$ cat config.mk
export PLATFORM = sky130hd
export DESIGN_NAME = controlUnit
export DESIGN_NICKNAME = d
export VERILOG_FILES = /design/src/mipsPkg.sv /design/src/controlUnit.sv /design/src/aluDecoder.sv
export SDC_FILE = /design/constraint.sdc
export NUM_CORES = 1
export LEC_CHECK = 0
export ABC_AREA = 1
export BUFFER_PORTS_ARGS = -buffer_cell sky130_fd_sc_hd__clkbuf_2
export CORE_ASPECT_RATIO = 1.25
export CORE_MARGIN = 1.5
export CORE_UTILIZATION = 40
export DETAILED_ROUTE_END_ITERATION = 8
export PLACE_DENSITY = 0.87
export SLEW_MARGIN = 0
export SYNTH_ARGS = -nofsm -noshare
export SYNTH_HDL_FRONTEND = slang
export SYNTH_SLANG_ARGS = --single-unit
$ cat constraint.sdc
create_clock -name cclk -period 2.05 [get_ports cclk]
set_input_delay 0.41 -clock cclk [delete_from_list [all_inputs] [get_ports cclk]]
set_output_delay 0.41 -clock cclk [all_outputs]
set_load 0.01 [all_outputs]
$ cat src/mipsPkg.sv
`default_nettype none

package mipsPkg;

	// Width of the word address field in memory requests
	localparam int memAddrBits = 16;

	// Supported primary opcodes
	typedef enum logic [5:0] {
		OP_RTYPE = 6'h00,
		OP_J = 6'h02,
		OP_BEQ = 6'h04,
		OP_ADDI = 6'h08,
		OP_SLTI = 6'h0A,
		OP_ANDI = 6'h0C,
		OP_ORI = 6'h0D,
		OP_XORI = 6'h0E,
		OP_LUI = 6'h0F,
		OP_LW = 6'h23,
		OP_SW = 6'h2B
	} opcode_t;

	// R-type function field
	typedef enum logic [5:0] {
		FN_ADD = 6'h20,
		FN_SUB = 6'h22,
		FN_AND = 6'h24,
		FN_OR = 6'h25,
		FN_XOR = 6'h26,
		FN_NOR = 6'h27,
		FN_SLT = 6'h2A
	} funct_t;

	// Multicycle FSM states
	typedef enum logic [3:0] {
		FETCH = 4'd0,
		DECODE = 4'd1,
		MEM_ADR = 4'd2,
		MEM_READ = 4'd3,
		MEM_WRITEBACK = 4'd4,
		MEM_WRITE = 4'd5,
		EXECUTE = 4'd6,
		ALU_WRITEBACK = 4'd7,
		BRANCH = 4'd8,
		ITYPE_EXECUTE = 4'd9,
		ITYPE_WRITEBACK = 4'd10,
		JUMP = 4'd11,
		PRE_FETCH = 4'd12
	} fsmState_t;

	// ALU operation class from the FSM
	typedef enum logic [1:0] {
		ALUOP_ADD = 2'd0,
		ALUOP_SUB = 2'd1,
		ALUOP_FUNCT = 2'd2,
		ALUOP_IMM = 2'd3
	} aluOpClass_t;

	typedef enum logic [3:0] {
		ALU_ADD = 4'd0,
		ALU_SUB = 4'd1,
		ALU_AND = 4'd2,
		ALU_OR = 4'd3,
		ALU_XOR = 4'd4,
		ALU_NOR = 4'd5,
		ALU_SLT = 4'd6,
		ALU_LUI = 4'd7
	} aluCtrl_t;

	// Mux select codes
	localparam logic [1:0] SRCA_PC = 2'd0;
	localparam logic [1:0] SRCA_A = 2'd1;
	localparam logic [1:0] SRCB_B = 2'd0;
	localparam logic [1:0] SRCB_FOUR = 2'd1;
	localparam logic [1:0] SRCB_IMM = 2'd2;
	localparam logic [1:0] SRCB_BRANCH = 2'd3;
	localparam logic [1:0] PCSRC_ALU = 2'd0;
	localparam logic [1:0] PCSRC_ALUOUT = 2'd1;
	localparam logic [1:0] PCSRC_JUMP = 2'd2;
	localparam logic [1:0] DST_RT = 2'd0;
	localparam logic [1:0] DST_RD = 2'd1;

	typedef struct packed {
		logic memToReg;
		logic iOrD;
		logic [1:0] regDst;
		logic [1:0] pcSrc;
		logic [1:0] aluSrcA;
		logic [1:0] aluSrcB;
		logic branch;
		logic irWrite;
		logic memWrite;
		logic pcWrite;
		logic regWrite;
		// Set for sign extension
		logic extOp;
		aluCtrl_t aluControl;
	} ctrlSignals_t;

	// One word access to shared memory
	typedef struct packed {
		logic en;
		logic we;
		logic [memAddrBits-1:0] addr;
		logic [31:0] wdata;
	} memReq_t;

endpackage

`default_nettype wire
$ cat src/controlUnit.sv
`default_nettype none

module controlUnit (
	input wire logic cclk,
	input wire logic rstb,
	input wire logic [31:0] instr,
	input wire logic coreGnt,
	output mipsPkg::ctrlSignals_t ctrl
);
	import mipsPkg::*;

	fsmState_t state;
	fsmState_t nextState;
	opcode_t opcode;
	aluOpClass_t aluOp;
	aluCtrl_t aluControl;

	assign opcode = opcode_t'(instr[31:26]);

	// Both codes go in, class picks
	aluDecoder uAluDecoder (
		.funct(funct_t'(instr[5:0])),
		.opcode(opcode),
		.aluOp(aluOp),
		.aluControl(aluControl)
	);

	always_ff @(posedge cclk) begin
		if (!rstb) begin
			state <= PRE_FETCH;
		end else begin
			state <= nextState;
		end
	end

	// State graph
	always_comb begin
		nextState = PRE_FETCH;
		case (state)
			// Hold here until memory is granted
			PRE_FETCH: nextState = coreGnt ? FETCH : PRE_FETCH;
			FETCH: nextState = DECODE;
			DECODE: begin
				case (opcode)
					OP_LW, OP_SW: nextState = MEM_ADR;
					OP_RTYPE: nextState = EXECUTE;
					OP_BEQ: nextState = BRANCH;
					OP_ADDI, OP_SLTI, OP_ANDI, OP_ORI, OP_XORI, OP_LUI: begin
						nextState = ITYPE_EXECUTE;
					end
					OP_J: nextState = JUMP;
					// Unknown opcode restarts fetch
					default: nextState = PRE_FETCH;
				endcase
			end
			MEM_ADR: begin
				if (opcode == OP_LW) begin
					nextState = MEM_READ;
				end else if (opcode == OP_SW) begin
					nextState = MEM_WRITE;
				end
			end
			MEM_READ: nextState = MEM_WRITEBACK;
			EXECUTE: nextState = ALU_WRITEBACK;
			ITYPE_EXECUTE: nextState = ITYPE_WRITEBACK;
			// Writebacks, BRANCH, JUMP and MEM_WRITE end here
			default: nextState = PRE_FETCH;
		endcase
	end

	// ALU class per state
	always_comb begin
		case (state)
			BRANCH: aluOp = ALUOP_SUB;
			EXECUTE: aluOp = ALUOP_FUNCT;
			ITYPE_EXECUTE: aluOp = ALUOP_IMM;
			default: aluOp = ALUOP_ADD;
		endcase
	end

	// Moore outputs
	always_comb begin
		ctrl = '0;
		ctrl.aluControl = aluControl;
		// Logical immediates are zero extended
		ctrl.extOp = !(opcode inside {OP_ANDI, OP_ORI, OP_XORI});
		case (state)
			PRE_FETCH: begin
				// IR load only once granted
				ctrl.iOrD = 1'b0;
				ctrl.irWrite = coreGnt;
			end
			FETCH: begin
				// PC + 4
				ctrl.aluSrcA = SRCA_PC;
				ctrl.aluSrcB = SRCB_FOUR;
				ctrl.pcSrc = PCSRC_ALU;
				ctrl.pcWrite = 1'b1;
			end
			DECODE: begin
				// Branch target into ALUOut
				ctrl.aluSrcA = SRCA_PC;
				ctrl.aluSrcB = SRCB_BRANCH;
			end
			MEM_ADR: begin
				ctrl.aluSrcA = SRCA_A;
				ctrl.aluSrcB = SRCB_IMM;
			end
			MEM_READ: begin
				ctrl.iOrD = 1'b1;
			end
			MEM_WRITEBACK: begin
				ctrl.memToReg = 1'b1;
				ctrl.regDst = DST_RT;
				ctrl.regWrite = 1'b1;
			end
			MEM_WRITE: begin
				ctrl.iOrD = 1'b1;
				ctrl.memWrite = 1'b1;
			end
			EXECUTE: begin
				ctrl.aluSrcA = SRCA_A;
				ctrl.aluSrcB = SRCB_B;
			end
			ALU_WRITEBACK: begin
				ctrl.regDst = DST_RD;
				ctrl.regWrite = 1'b1;
			end
			BRANCH: begin
				// Compare A and B, PC from ALUOut on equal
				ctrl.aluSrcA = SRCA_A;
				ctrl.aluSrcB = SRCB_B;
				ctrl.pcSrc = PCSRC_ALUOUT;
				ctrl.branch = 1'b1;
			end
			ITYPE_EXECUTE: begin
				ctrl.aluSrcA = SRCA_A;
				ctrl.aluSrcB = SRCB_IMM;
			end
			ITYPE_WRITEBACK: begin
				ctrl.regDst = DST_RT;
				ctrl.regWrite = 1'b1;
			end
			JUMP: begin
				ctrl.pcSrc = PCSRC_JUMP;
				ctrl.pcWrite = 1'b1;
			end
			default: begin
				ctrl.irWrite = 1'b0;
			end
		endcase
	end

endmodule

`default_nettype wire

$ cat src/aluDecoder.sv
`default_nettype none

module aluDecoder (
	input wire mipsPkg::funct_t funct,
	input wire mipsPkg::opcode_t opcode,
	input wire mipsPkg::aluOpClass_t aluOp,
	output mipsPkg::aluCtrl_t aluControl
);
	import mipsPkg::*;

	always_comb begin
		aluControl = ALU_ADD;
		case (aluOp)
			ALUOP_SUB: aluControl = ALU_SUB;
			// R-type operation from funct field
			ALUOP_FUNCT: begin
				case (funct)
					FN_SUB: aluControl = ALU_SUB;
					FN_AND: aluControl = ALU_AND;
					FN_OR: aluControl = ALU_OR;
					FN_XOR: aluControl = ALU_XOR;
					FN_NOR: aluControl = ALU_NOR;
					FN_SLT: aluControl = ALU_SLT;
					default: aluControl = ALU_ADD;
				endcase
			end
			// I-type operation from opcode
			ALUOP_IMM: begin
				case (opcode)
					OP_SLTI: aluControl = ALU_SLT;
					OP_ANDI: aluControl = ALU_AND;
					OP_ORI: aluControl = ALU_OR;
					OP_XORI: aluControl = ALU_XOR;
					OP_LUI: aluControl = ALU_LUI;
					default: aluControl = ALU_ADD;
				endcase
			end
			default: aluControl = ALU_ADD;
		endcase
	end

endmodule

`default_nettype wire

==> out/results.ini <==
[synthesis]
netlist.area_leader.share_pct = 19.11
syn_inst = 128
avgSynthCellArea_um2 = 5.063
ys_seq_elements = 4
synth.distinct_cells = 19
synthTopCellsByArea = nand2_1, nor2_1, dfxtp_1
yosysTopAreaCell = nand2_1
yosysWarningCount = 0
synth-seq-area-share_pct = 12.36
syn_area_um2 = 648.1

[cts]
cts_hold_buffers = 0
ctsResizeCount = 0
clock_latency_ns = 0.24
root_buffer = clkbuf_4
cts.path.max_buffers = 2
cts_buffers = 3
post_cts_buffers = 0
cts_tree = yes
htree_levels = 1
clk_pin_slew_ns = 0.04
cts_sinks = 4

[route]
top_layer = met4
wl_met1_um = 678
viasPerCell = 4.904
drtPass1Iterations = 4
avgRoutedWirePerCell_um = 8.893
postRouteAntennaNets = 0
wirelength_mm = 1.583
dr_wl_met3_um = 74
drt_iter0_markers = 19
wl_met2_um = 794
num_vias = 873
drc = 0

[die]
num_rows = 16
ios = 55
die_y_um = 48.01
die_x_um = 39.01
dieArea_um2 = 1872
initial_core_util_pct = 42.05
core_area_um2 = 1541

[power]
power_density_nw_per_um2 = 512.7
leakagePower_nw = 0.4903
peakVddDrop_mv = 0.2157
p_total_w = 0.0004234

[timing]
period_needed_ns = 1.844
setup_violations = 0
fin_crit_sh_pct = 89.95
rsz0062_at_grt = no
tns_ns = 0
fin_ws_ns = 0.2061
hold_viol_final = 0
fmax_ghz = 0.5423
final_max_slew_viol_count = 0
fin_worst_skew_ns = 0.005270

[global_route]
track_usage_pct = 18.88
grt_pass1_vias = 700
grt_max_degree = 8
grt_pass1_wl_mm = 2.601
gr-total-overflow = 0
antenna_found_initial = 0

[critical_path]
cp_max_fo = 6
regToRegEndpoint = state[3]
cp_data_arrival_time_ns = 1.43
critical_path_class = flop to primary output
cp-end-kind = primary output
max_stage_delay_ns = 0.39
r2r_start = state[1]
slowest_stage = dfxtp_1
r2r_slack_ns = 0.78
crit_path_start_kind = flop
reg2reg_depth = 8
cp.required_ns = 1.64
cp_common_cell = nand2_1
crit_chain = nand2_1, nor2_4, inv_1, nor2_1, a32oi_1, nand2_1, clkbuf_2

[finish]
fillers = 168
nets = 197
antenna_cells = 0
reg_top3 = state: 4 flops
drive_above_1_share_pct = 27.50
mostFrequentLayoutCells = nand2_1, clkbuf_2, nor2_1, inv_1, nand3_1
largest_register_ffs = 4
largest-register = state
fin_util_pct = 53.57
final_common_cell = nand2_1
area_growth_pct = 27.41
fin_cells = 178

[placed_design]
place_inst = 175
place.port_buffers = 31
dpl.hpwl_mm = 1.380
gp_congestion = 0.8463
pre_cts_slack_ns = 0.3346

[run]
maxCapViolations = 0

[worst_hold_path]
min_to = state[0]
hold_depth = 3
hold_path.class = primary input to flop
worstHoldStart = rstb

[status]
status = finished, final reports clean

-- power by group --
part	leakage [nW]	switching [W]	total (W)	internal, W
registers	0.0328	0.0000121	0.000102	0.0000902
clock network	0.0138	0.0000346	0.000100	0.0000656
logic	0.444	0.000140	0.000221	0.0000812
-- critical path, delay by kind of cell (launching register included) --
family | cells | cell delay [ns]
and+or+nand+nor | 4 | 0.55
AOI/OAI and AO/OA | 1 | 0.07
buffers and inverters | 2 | 0.19
DFF | 1 | 0.39
-- synthesized netlist by cell type, drive strengths merged --
library cell	instances
nand4	4
nor3	1
nand3	13
o21ai	9
a21oi	1
a31oi	1
a32oi	1
dfxtp	4
nor2	30
o22ai	2
conb	1
buf	4
inv	23
nand2	34
-- per-stage QoR --
| stage | cell area, um^2 | hold slack (ns) |
|---|---|---|
| floorplan | 655.6 | 0.5643 |
| global placement | 803.3 | 0.6035 |
| detailed placement | 803.3 | 0.6228 |
| CTS | 825.8 | 0.4468 |
| global route | 825.8 | 0.4698 |
| finish | 825.8 | 0.4414 |
-- layout make-up --
class | instances | area [um^2] | area share (%)
clock buffers | 3 | 22.52 | 2.727
inverters | 23 | 86.33 | 10.45
multi-input cells | 99 | 459.2 | 55.61
flip-flops and latches | 4 | 80.08 | 9.697
well taps | 18 | 22.52 | 2.727
repair buffers | 31 | 155.1 | 18.79
-- layer usage --
layer,global-route usage [%],vias to the layer above
met2,37.33,29
met5,0,-
met1,21.01,371
met3,0,4
met4,7.586,0
li1,-,469
-- logic make-up (layout without fill, tap and decap cells) --
group	count (synthesis)	after routing	share of synthesized area (%)
AO/OA/AOI/OAI	14	14	11.97
buffers and inverters	27	57	17.95
flip-flops	4	4	12.36
other	1	3	0.5786
AND/OR/NAND/NOR	82	82	57.14
-- how the worst max path moves through the flow --
stage / from / endpoint / slack (ns)
after detailed placement: instr[27] / ctrl[1] / 0.33
after CTS: state[2] / ctrl[0] / 0.21
after floorplan: instr[5] / ctrl[1] / 0.50
after global routing: state[2] / ctrl[0] / 0.09
after global placement: instr[27] / ctrl[2] / 0.34
final: state[2] / ctrl[0] / 0.21
(Power assumes the default switching activity.)
